==> src/hdl/pce_audio_pkg.sv <==
// Audio output path shared definitions
//  sample and mix accumulator types
//  stereo pairs as packed structs
//  mixer configuration and master boost encoding
//  source attenuation shifts, soft-knee curve constants
//  input to output pipeline latency

`default_nettype none

package pce_audio_pkg;

	////////////////////////////////////////
	// Sample types
	////////////////////////////////////////

	typedef logic signed [15:0] sample_t;
	typedef logic signed [17:0] wide_sample_t;	// Two guard bits for the mix

	typedef struct packed {
		sample_t left;
		sample_t right;
	} stereo_t;

	typedef struct packed {
		wide_sample_t left;
		wide_sample_t right;
	} wide_stereo_t;

	////////////////////////////////////////
	// Configuration
	////////////////////////////////////////

	// Master boost; upper bit picks the x4 curve, so 3 acts as x4
	typedef enum logic [1:0] {
		boost_none = 2'd0,
		boost_x2   = 2'd1,
		boost_x4   = 2'd2
	} boost_t;

	typedef struct packed {
		logic   cd_boost;	// CD audio counted twice, no 5/4 fill
		boost_t master_boost;
	} mix_cfg_t;

	////////////////////////////////////////
	// Constants
	////////////////////////////////////////

	// Source cuts are 1/2 + 1/4 + 1/2^third_shift
	localparam int psg_third_shift   = 4;	// 13/16 of full scale
	localparam int adpcm_third_shift = 3;	// 7/8 of full scale

	// Knee sits at 32767*(f-1)/(f*g-1)+1 so the upper segment
	// lands just at full scale
	localparam logic [15:0] knee_x2    = 16'd14044;
	localparam logic [15:0] base_x2    = 16'd28088;	// knee times gain
	localparam int          gain_x2    = 2;
	localparam int          falloff_x2 = 4;

	localparam logic [15:0] knee_x4    = 16'd7400;
	localparam logic [15:0] base_x4    = 16'd29600;
	localparam int          gain_x4    = 4;
	localparam int          falloff_x4 = 8;

	// Attenuator 1, summer 2, compressor 1
	localparam int mix_latency = 4;

endpackage

`default_nettype wire

==> src/hdl/audio_summer.sv <==
// Headroom mixer for all audio sources
//  CD audio delay register, aligns with the attenuated sources
//  18-bit sum with optional second CD add
//  5/4 range fill when the CD boost is off
//  two cycles of latency

`default_nettype none

module audio_summer (
	input  logic                        clk_sys,
	input  logic                        reset,
	input  pce_audio_pkg::mix_cfg_t     cfg,
	input  pce_audio_pkg::stereo_t      psg_att,
	input  pce_audio_pkg::stereo_t      adpcm_att,
	input  pce_audio_pkg::stereo_t      cdda,
	output pce_audio_pkg::wide_stereo_t mix
);
	import pce_audio_pkg::*;

	stereo_t      cdda_q;	// Same stage as the attenuator outputs
	wide_stereo_t pre;	// Raw 18-bit sum

	////////////////////////////////////////
	// Channel arithmetic
	////////////////////////////////////////

	function automatic wide_sample_t widen(input sample_t s);
		return {{2{s[15]}}, s};
	endfunction

	// CD boost adds the CD sample a second time
	function automatic wide_sample_t sum_channel(
		input sample_t psg,
		input sample_t adpcm,
		input sample_t cd,
		input logic    cd_twice
	);
		wide_sample_t cd_w;
		wide_sample_t cd_extra;
		cd_w     = widen(cd);
		cd_extra = cd_twice ? cd_w : '0;
		return widen(psg) + widen(adpcm) + cd_w + cd_extra;
	endfunction

	// Without the boost the sum only reaches 3/4 of the range
	function automatic wide_sample_t fill_range(input wide_sample_t w, input logic cd_twice);
		wide_sample_t quarter;
		quarter = w >>> 2;
		return cd_twice ? w : w + quarter;
	endfunction

	////////////////////////////////////////
	// Pipeline
	////////////////////////////////////////

	always_ff @(posedge clk_sys) begin
		if (reset) begin
			cdda_q <= '0;
			pre    <= '0;
			mix    <= '0;
		end else begin
			cdda_q <= cdda;

			// Stage 1, the sum
			pre.left  <= sum_channel(psg_att.left, adpcm_att.left, cdda_q.left,
				cfg.cd_boost);
			pre.right <= sum_channel(psg_att.right, adpcm_att.right, cdda_q.right,
				cfg.cd_boost);

			// Stage 2, range scaling
			mix.left  <= fill_range(pre.left, cfg.cd_boost);
			mix.right <= fill_range(pre.right, cfg.cd_boost);
		end
	end

	// Source cuts leave enough headroom that scaling never wraps,
	// as long as both stages saw the same CD boost setting
	a_no_wrap: assert property (@(posedge clk_sys) disable iff (reset)
		$stable(cfg.cd_boost) |=>
			(mix.left[17] == $past(pre.left[17]) &&
			 mix.right[17] == $past(pre.right[17])))
		else $error("mix scaling wrapped");

endmodule

`default_nettype wire

==> src/hdl/pce_audio_top.sv <==
// Console audio output path
//  PSG and ADPCM attenuators
//  headroom summer with CD audio
//  per-channel master boost compressors

`default_nettype none

module pce_audio_top (
	input  logic                    clk_sys,
	input  logic                    reset,
	input  pce_audio_pkg::mix_cfg_t cfg,
	input  pce_audio_pkg::stereo_t  psg,
	input  pce_audio_pkg::sample_t  adpcm,
	input  pce_audio_pkg::stereo_t  cdda,
	output pce_audio_pkg::stereo_t  audio
);
	import pce_audio_pkg::*;

	stereo_t      adpcm_dup;	// Mono ADPCM on both sides
	stereo_t      psg_att;
	stereo_t      adpcm_att;
	wide_stereo_t mix;

	assign adpcm_dup = '{left: adpcm, right: adpcm};

	////////////////////////////////////////
	// Source cuts
	////////////////////////////////////////

	source_attenuator #(
		.third_shift(psg_third_shift)
	) u_psg_att (
		.clk_sys   (clk_sys),
		.reset     (reset),
		.src       (psg),
		.attenuated(psg_att)
	);

	source_attenuator #(
		.third_shift(adpcm_third_shift)
	) u_adpcm_att (
		.clk_sys   (clk_sys),
		.reset     (reset),
		.src       (adpcm_dup),
		.attenuated(adpcm_att)
	);

	////////////////////////////////////////
	// Mix and master boost
	////////////////////////////////////////

	audio_summer u_summer (
		.clk_sys  (clk_sys),
		.reset    (reset),
		.cfg      (cfg),
		.psg_att  (psg_att),
		.adpcm_att(adpcm_att),
		.cdda     (cdda),	// Registered once inside the summer
		.mix      (mix)
	);

	range_compressor u_comp_l (
		.clk_sys   (clk_sys),
		.reset     (reset),
		.boost     (cfg.master_boost),
		.mix_in    (mix.left),
		.sample_out(audio.left)
	);

	range_compressor u_comp_r (
		.clk_sys   (clk_sys),
		.reset     (reset),
		.boost     (cfg.master_boost),
		.mix_in    (mix.right),
		.sample_out(audio.right)
	);

	// Silence in gives silence out exactly mix_latency cycles later,
	// whatever the configuration
	a_silence_latency: assert property (@(posedge clk_sys) disable iff (reset)
		(psg == '0 && adpcm == '0 && cdda == '0) |-> ##mix_latency (audio == '0))
		else $error("audio path latency or silence broken");

endmodule

`default_nettype wire

==> src/hdl/range_compressor.sv <==
// Master boost for one channel
//  keeps the top 16 of the 18 mix bits
//  soft-knee x2 or x4 curve on the magnitude, sign restored after
//  bypass when no boost is selected
//  one cycle of latency in every mode

`default_nettype none

module range_compressor (
	input  logic                        clk_sys,
	input  logic                        reset,
	input  pce_audio_pkg::boost_t       boost,
	input  pce_audio_pkg::wide_sample_t mix_in,
	output pce_audio_pkg::sample_t      sample_out
);
	import pce_audio_pkg::*;

	sample_t     trunc;	// Top 16 mix bits
	logic        neg;
	logic [15:0] mag;	// Unsigned, -32768 gives 32768
	logic [15:0] knee;
	logic [15:0] base;
	logic [15:0] gain;
	logic [3:0]  fall_shift;
	logic [15:0] curve_mag;
	sample_t     curve;
	logic [15:0] out_mag;

	assign trunc = mix_in[17:2];
	assign neg   = trunc[15];
	assign mag   = neg ? 16'd0 - trunc : trunc;

	////////////////////////////////////////
	// Curve selection
	////////////////////////////////////////

	// Upper boost bit picks the x4 curve, value 3 included
	assign knee       = boost[1] ? knee_x4 : knee_x2;
	assign base       = boost[1] ? base_x4 : base_x2;
	assign gain       = boost[1] ? 16'(gain_x4) : 16'(gain_x2);
	assign fall_shift = boost[1] ? 4'($clog2(falloff_x4)) : 4'($clog2(falloff_x2));

	// Linear gain below the knee, gentle slope above
	// All of it wraps at 16 bits
	always_comb begin
		if (mag < knee)
			curve_mag = mag * gain;
		else
			curve_mag = ((mag - knee) >> fall_shift) + base;
	end

	assign curve = neg ? 16'd0 - curve_mag : curve_mag;

	////////////////////////////////////////
	// Output register
	////////////////////////////////////////

	always_ff @(posedge clk_sys) begin
		if (reset)
			sample_out <= '0;
		else if (boost == boost_none)
			sample_out <= trunc;	// Plain 16-bit mix
		else
			sample_out <= curve;
	end

	assign out_mag = sample_out[15] ? 16'd0 - sample_out : sample_out;

	// Below the knee the boost must never make a sample quieter
	a_knee_gain: assert property (@(posedge clk_sys) disable iff (reset)
		(boost != boost_none && mag < knee) |=> (out_mag >= $past(mag)))
		else $error("compressor lost level below knee");

endmodule

`default_nettype wire

==> src/hdl/source_attenuator.sv <==
// Registered fixed-fraction attenuator for one stereo source
//  cut is 1/2 + 1/4 + 1/2^third_shift per channel
//  one cycle of latency

`default_nettype none

module source_attenuator #(
	parameter int third_shift = 4
) (
	input  logic                   clk_sys,
	input  logic                   reset,
	input  pce_audio_pkg::stereo_t src,
	output pce_audio_pkg::stereo_t attenuated
);
	import pce_audio_pkg::*;

	// Arithmetic shifts keep the sign, result wraps at 16 bits
	function automatic sample_t cut(input sample_t s);
		return (s >>> 1) + (s >>> 2) + (s >>> third_shift);
	endfunction

	always_ff @(posedge clk_sys) begin
		if (reset) begin
			attenuated <= '0;
		end else begin
			attenuated.left  <= cut(src.left);
			attenuated.right <= cut(src.right);
		end
	end

	// Fraction stays below one, so a nonzero input never flips sign
	a_sign_kept_l: assert property (@(posedge clk_sys) disable iff (reset)
		(src.left != '0) |=> (attenuated.left[15] == $past(src.left[15])))
		else $error("attenuator left sign flipped");

	a_sign_kept_r: assert property (@(posedge clk_sys) disable iff (reset)
		(src.right != '0) |=> (attenuated.right[15] == $past(src.right[15])))
		else $error("attenuator right sign flipped");

endmodule

`default_nettype wire

==> config.mk <==
export PLATFORM = sky130hd
export DESIGN_NAME = pce_audio_top
export DESIGN_NICKNAME = d
export VERILOG_FILES = /design/src/hdl/pce_audio_pkg.sv /design/src/hdl/audio_summer.sv /design/src/hdl/pce_audio_top.sv /design/src/hdl/range_compressor.sv /design/src/hdl/source_attenuator.sv
export SDC_FILE = /design/constraint.sdc
export NUM_CORES = 1
export LEC_CHECK = 0
export ABC_AREA = 1
export BUFFER_PORTS_ARGS = -buffer_cell sky130_fd_sc_hd__buf_2
export CAP_MARGIN = 20
export CORE_MARGIN = 8
export CORE_UTILIZATION = 30
export CTS_BUF_LIST = sky130_fd_sc_hd__clkbuf_4 sky130_fd_sc_hd__clkbuf_8 sky130_fd_sc_hd__clkbuf_16
export DETAILED_ROUTE_END_ITERATION = 8
export GPL_TIMING_DRIVEN = 0
export PLACE_DENSITY_LB_ADDON = 0.08
export SYNTH_ARGS = -nofsm -noshare
export SYNTH_HDL_FRONTEND = slang
export SYNTH_SLANG_ARGS = --single-unit
==> constraint.sdc <==
create_clock -name clk_sys -period 4.77 [get_ports clk_sys]
set_input_delay 0.7155 -clock clk_sys [delete_from_list [all_inputs] [get_ports clk_sys]]
set_output_delay 0.7155 -clock clk_sys [all_outputs]
set_load 0.1 [all_outputs]
==> Yosys cells after proc, flatten, opt, wreduce, memory -nomap -nowiden <==
Index checks and enable logic that the tools add are counted.
{ "word_totals": {"reg_bits": 184, "in_bits": 85, "out_inout_bits": 32, "elab_cells": 56} }
{ "op_classes": {"n_addsub": 22, "multipliers": 2, "magnitude_cmp": 2, "n_shift": 2, "muxes": 16, "n_reduce_logical": 1} }
{ "op_table": {"columns": ["operator", "n"], "rows": [
  ["$mux 16", 8],
  ["$mux 18", 4],
  ["$sub 1x16->16 const A", 4],
  ["$add 15x14->16", 3],
  ["$add 17x16->18", 2],
  ["$add 18x16->18", 2],
  ["$add 18x18->18", 2],
  ["$add 16x16->17", 2],
  ["$add 16x12->16", 2],
  ["$add 16x16->16", 2],
  ["$mul 16x16->16", 2],
  ["$add 16x13->16", 1],
  ["$lt 16x14->1", 1],
  ["$lt 16x16->1", 1],
  ["$shr 16x2->16", 1],
  ["$shr 16x4->16", 1],
  ["$sub 16x14->16", 1],
  ["$sub 16x16->16", 1],
  ["$mux 14", 1],
  ["$mux 13", 1],
  ["$mux 3", 1],
  ["$logic_not 2->1", 1],
  ["$mux 1", 1]
]} }

==> Depth between registers and ports, before layout <==
{ "depth": {"ltp_word": 9, "ltp_mapped": 37, "mapped_depth_nobuf": 35} }

==> Modules after synthesis <==
Synthesis repeated with hierarchy kept, for this count alone.
{ "unflattened": {"cells_unflattened": 3477, "area_unflattened_um2": 21835.9} }
{ "modules_own_cells": {"columns": ["mod", "instances", "cells_per_inst", "area_each_um2", "seq_area_each_um2"], "rows": [
  ["audio_summer", 1, 1347, 8929.8, 2082.0],
  ["source_attenuator", 2, 410, 2896.5, 640.6],
  ["range_compressor (u_comp_r)", 1, 681, 3753.6, 320.3],
  ["range_compressor (u_comp_l)", 1, 629, 3359.5, 320.3]
]} }

==> Worst setup path before layout <==
OpenSTA, ideal clock, no wires.
{ "synth_path": {"path_kind": "input -> register", "start": "in cfg[1] (netlist bit)", "end": "reg u_comp_l.sample_out[13]", "setup_time_ns": 0.109, "arrival_ns": 4.705, "required_ns": 4.661, "setup_slack_ns": -0.045, "stages": 34, "path_buffers": 6, "cell_sequence": "buf_2 > inv_1 > buf_2 > buf_2 > buf_2 > buf_6 > buf_2 > ha_1 > inv_1 > o21ai_0 > inv_1 > nand2_1 > nand2_1 > nand2_1 > o21ai_0 > ha_1 > a21oi_1 > nand3_1 > nand2_2 > nand2_1 > a21oi_1 > o21ai_1 > nand2_1 > nor2_1 > nand2_1 > nor2_2 > nand2_1 > inv_1 > nand2_1 > nand2_1 > nand2_1 > nand3_1 > nand2_1 > inv_1"} }
{ "synth_via": {"elab_chain_cells": 8, "elab_cells_between_ends": 14, "cone_classes": "add/sub: 3; mul: 1; order compare: 1; shift: 1; mux: 7; reduce/logical: 1"} }
{ "synth_lines": {"columns": ["item", "line", "text"], "rows": [
  ["start: declaration", "pce_audio_top.sv:11", "input pce_audio_pkg::mix_cfg_t cfg,"],
  ["$mux 14", "range_compressor.sv:38", "assign knee = boost[1] ? knee_x4 : knee_x2;"],
  ["$sub 16x16->16", "range_compressor.sv:49", "curve_mag = ((mag - knee) >> fall_shift) + base;"],
  ["$shr 16x4->16", "range_compressor.sv:49", null],
  ["$add 16x16->16", "range_compressor.sv:49", null],
  ["$mux 16", "range_compressor.sv:46", "if (mag < knee)"],
  ["$sub 1x16->16", "range_compressor.sv:52", "assign curve = neg ? 16'd0 - curve_mag : curve_mag;"],
  ["$mux 16", "range_compressor.sv:52", null],
  ["$mux 16 (*)", "range_compressor.sv:61", "else if (boost == boost_none)"],
  ["end signal: assignment", "range_compressor.sv:62", "sample_out <= trunc;"],
  ["end signal: assignment", "range_compressor.sv:64", "sample_out <= curve;"],
  ["end: declaration", "range_compressor.sv:14", "output pce_audio_pkg::sample_t sample_out"]
]} }
Mark *: on every way between the ends. The rest lies on a longest branch, timed or not.
A chain may end at the register's enable or synchronous reset.

==> Worst setup path after layout <==
{ "layout_path": {"start": "in cfg[1] (netlist bit)", "end": "reg u_comp_l.sample_out[14]"} }
The elaborated chain is that of the path after synthesis.

==> impl_metrics.env <==
export IMPL_clockBufferDepth=2
export IMPL_yosysSeqAreaShare_pct=21.16
export IMPL_cts_tree="done"
export IMPL_startpoint="cfg[1]"
export IMPL_post_dp_hpwl_um=44440
export IMPL_die_h_um=254.2
export IMPL_worstSetupPathType="in2reg"
export IMPL_worst_pin_slew_ns=1.054
export IMPL_crit_path_frequent_cell="nand2_1"
export IMPL_syn_cell_area_um2=17030
export IMPL_synth_seq_cells=180
export IMPL_worstRegToRegCells=27
export IMPL_die_area_um2=64640
export IMPL_r2r_slack_ns=0.36
export IMPL_end_kind="register"
export IMPL_grt_ovfl_total=0
export IMPL_arrival_ns=4.79
export IMPL_dr_pass1_iters=5
export IMPL_drtAntennaViolNets=0
export IMPL_required_ns=5.10
export IMPL_worst_ir_drop_vdd_uv=296.2
export IMPL_ctsHoldBuffers=0
export IMPL_p_per_area_nw_per_um2=577.6
export IMPL_layout_commonest_cell="nand2_1"
export IMPL_drtIter0Drc=761
export IMPL_numClockSinks=180
export IMPL_first_global_vias=15580
export IMPL_rsz0062_at_grt="no"
export IMPL_initial_utilization_pct=30.26
export IMPL_grt_max_degree=19
export IMPL_worst_hold_path_type="in2reg"
export IMPL_crit_path_max_incr_delay_ns=0.41
export IMPL_fin_nets=2895
export IMPL_drv_slew=0
export IMPL_max_freq_mhz=224.5
export IMPL_area_growth_pct=14.36
export IMPL_period_share_pct=93.38
export IMPL_io_pins=117
export IMPL_final_cell_mix="453 x nand2_1, 355 x inv_1, 268 x nor2_1"
export IMPL_antennaDiodeCount=0
export IMPL_worstSetupEndpoint="u_comp_l.sample_out[14]"
export IMPL_yosysUniqueCellTypes=60
export IMPL_core_area_um2=56280
export IMPL_die_x_um=254.2
export IMPL_crit_fanout=19
export IMPL_via_per_inst=4.609
export IMPL_grt_use_total_pct=16.64
export IMPL_crit_path_start_kind="primary input"
export IMPL_cts_buffers=17
export IMPL_clock_latency_ns=0.48
export IMPL_grt_antenna_before_repair=2
export IMPL_dpl_instance_area_um2=18540
export IMPL_status="completed"
export IMPL_routed_wl_um=53240
export IMPL_wire_per_inst_um=15.99
export IMPL_timing_rr_start="u_summer.mix[35]"
export IMPL_skew_ns=0.01483
export IMPL_num_vias=15340
export IMPL_slew_headroom_pct=29.44
export IMPL_r2r_end="u_comp_l.sample_out[14]"
export IMPL_hold_viol_final=0
export IMPL_port_buffers=112
export IMPL_netlist_top_cells_area="dfxtp_1 21%, fa_1 13%, ha_1 10%"
export IMPL_syn_instance_count=2421
export IMPL_setup_viol=0
export IMPL_drv_cap=0
export IMPL_p_leak_nw=10.03
export IMPL_fin_util_pct=34.60
export IMPL_num_rows=87
export IMPL_drive_above_1_share_pct=14.22
export IMPL_yosysTopAreaCell="dfxtp_1"
export IMPL_htreeDepth=4
export IMPL_root_buffer="clkbuf_16"
export IMPL_critPathSlowestCell="fa_2"
export IMPL_synth_top_cell_area_share_pct=21.16
export IMPL_clkTransAtPathRegs_ns=0.07
export IMPL_period_needed_ns=4.454
export IMPL_grt_pass1_wl_um=83320
export IMPL_drc=0
export IMPL_gp_congestion=0.8860
export IMPL_synth_area_per_cell_um2=7.033
export IMPL_fin_area_um2=19470
export IMPL_ys_warnings_count=0
## cells by family after synthesis
family,after synthesis,synth area share [%]
adders and majority gates,249,23.15
AOI/OAI and AO/OA,412,13.67
xor gates and xnor gates,59,3.079
and+or+nand+nor,1075,28.50
buffers and inverters,445,10.43
DFF,180,21.16
other,1,0.02202
## metrics by stage
stage	setup TNS [ns]	power, mW	worst slack, ns	instances	hold WS, ns
floorplan	0	7.879	0.03607	2422	0.4770
global placement	-44.36	9.560	-1.656	3290	0.5358
detailed placement	-44.03	9.585	-1.615	3290	0.5345
CTS	-0.02783	11.19	-0.02783	3322	0.3861
global route	0	12.37	0.007235	3329	0.3961
finish	0	11.25	0.3156	3329	0.4344
## layout make-up
cell class,count,area [µm²]
flip-flops and latches,180,3603
clock buffers,18,439.2
fillers,6131,36810
clock inverters,13,160.2
plain buffers,60,384.1
repair buffers,121,663.1
well taps,756,945.9
inverters,384,1449
multi-input cells,1797,11830
## worst min path at each step
stage	start	endpoint	slack (ns)	depth (start not counted)
4_1_cts	cdda[4]	u_summer.cdda_q[4]	0.39	3
3_5_place_dp	u_summer.pre[30]	u_summer.mix[30]	0.53	2
6_report	cdda[27]	u_summer.cdda_q[27]	0.43	3
3_3_place_gp	u_summer.pre[8]	u_summer.mix[8]	0.54	2
5_1_grt	cdda[27]	u_summer.cdda_q[27]	0.40	3
2_1_floorplan	u_summer.mix[3]	u_comp_r.sample_out[1]	0.48	2
## power by group
part / total (mW) / internal [mW] / switching [mW]
sequential: 2.24 / 1.91 / 0.336
clock: 1.46 / 0.758 / 0.706
combinational: 7.54 / 2.49 / 5.05
## sequential cells by signal (all words and copies together) (netlist names)
register / flops
u_psg_att.attenuated: 32
u_summer.mix: 32
u_comp_l.sample_out: 16
u_summer.pre: 36
u_adpcm_att.attenuated: 16
u_comp_r.sample_out: 16
u_summer.cdda_q: 32
## cell usage after synthesis (all sizes together)
master,count
a211oi,2
a21boi,1
a21o,3
a21oi,161
a221oi,2
a31oi,10
and2,7
buf,28
clkbuf,33
clkinv,1
conb,1
dfxtp,180
fa,110
ha,139
inv,383
nand2,513
nand3,202
nand3b,5
nand4,27
nor2,292
nor3,21
nor3b,1
nor4,1
o2111ai,1
o211ai,19
o21a,20
o21ai,177
o21bai,8
o221a,2
o2bb2ai,1
o31ai,5
or2,5
or3,1
xnor2,18
xor2,41
## per-layer routing
| metal | track usage, % | vias up | part of all wire (%) |
|---|---|---|---|
| li1 | - | 8053 | - |
| met1 | 20.25 | 6978 | 46 |
| met2 | 28.93 | 239 | 48 |
| met3 | 3.464 | 68 | 3.4 |
| met4 | 5.736 | 4 | 2.8 |
| met5 | 0 | - | 0.051 |
## worst max-delay path, delay by kind of cell
kind / cells / cell delay [ns]
buffers and inverters: 10 / 1.20
AND/OR/NAND/NOR: 15 / 1.45
adder cells (fa/ha/maj): 3 / 0.92
AO/OA/AOI/OAI: 3 / 0.48
## timing repair
item	CTS	global route
gates resized for setup	33	44
buffers inserted	0	8
hold endpoints to repair	0	0
pin swaps	0	11
setup endpoints to repair	36	26
cloned	1	0
Note: power is estimated with default switching activity, not from simulation.
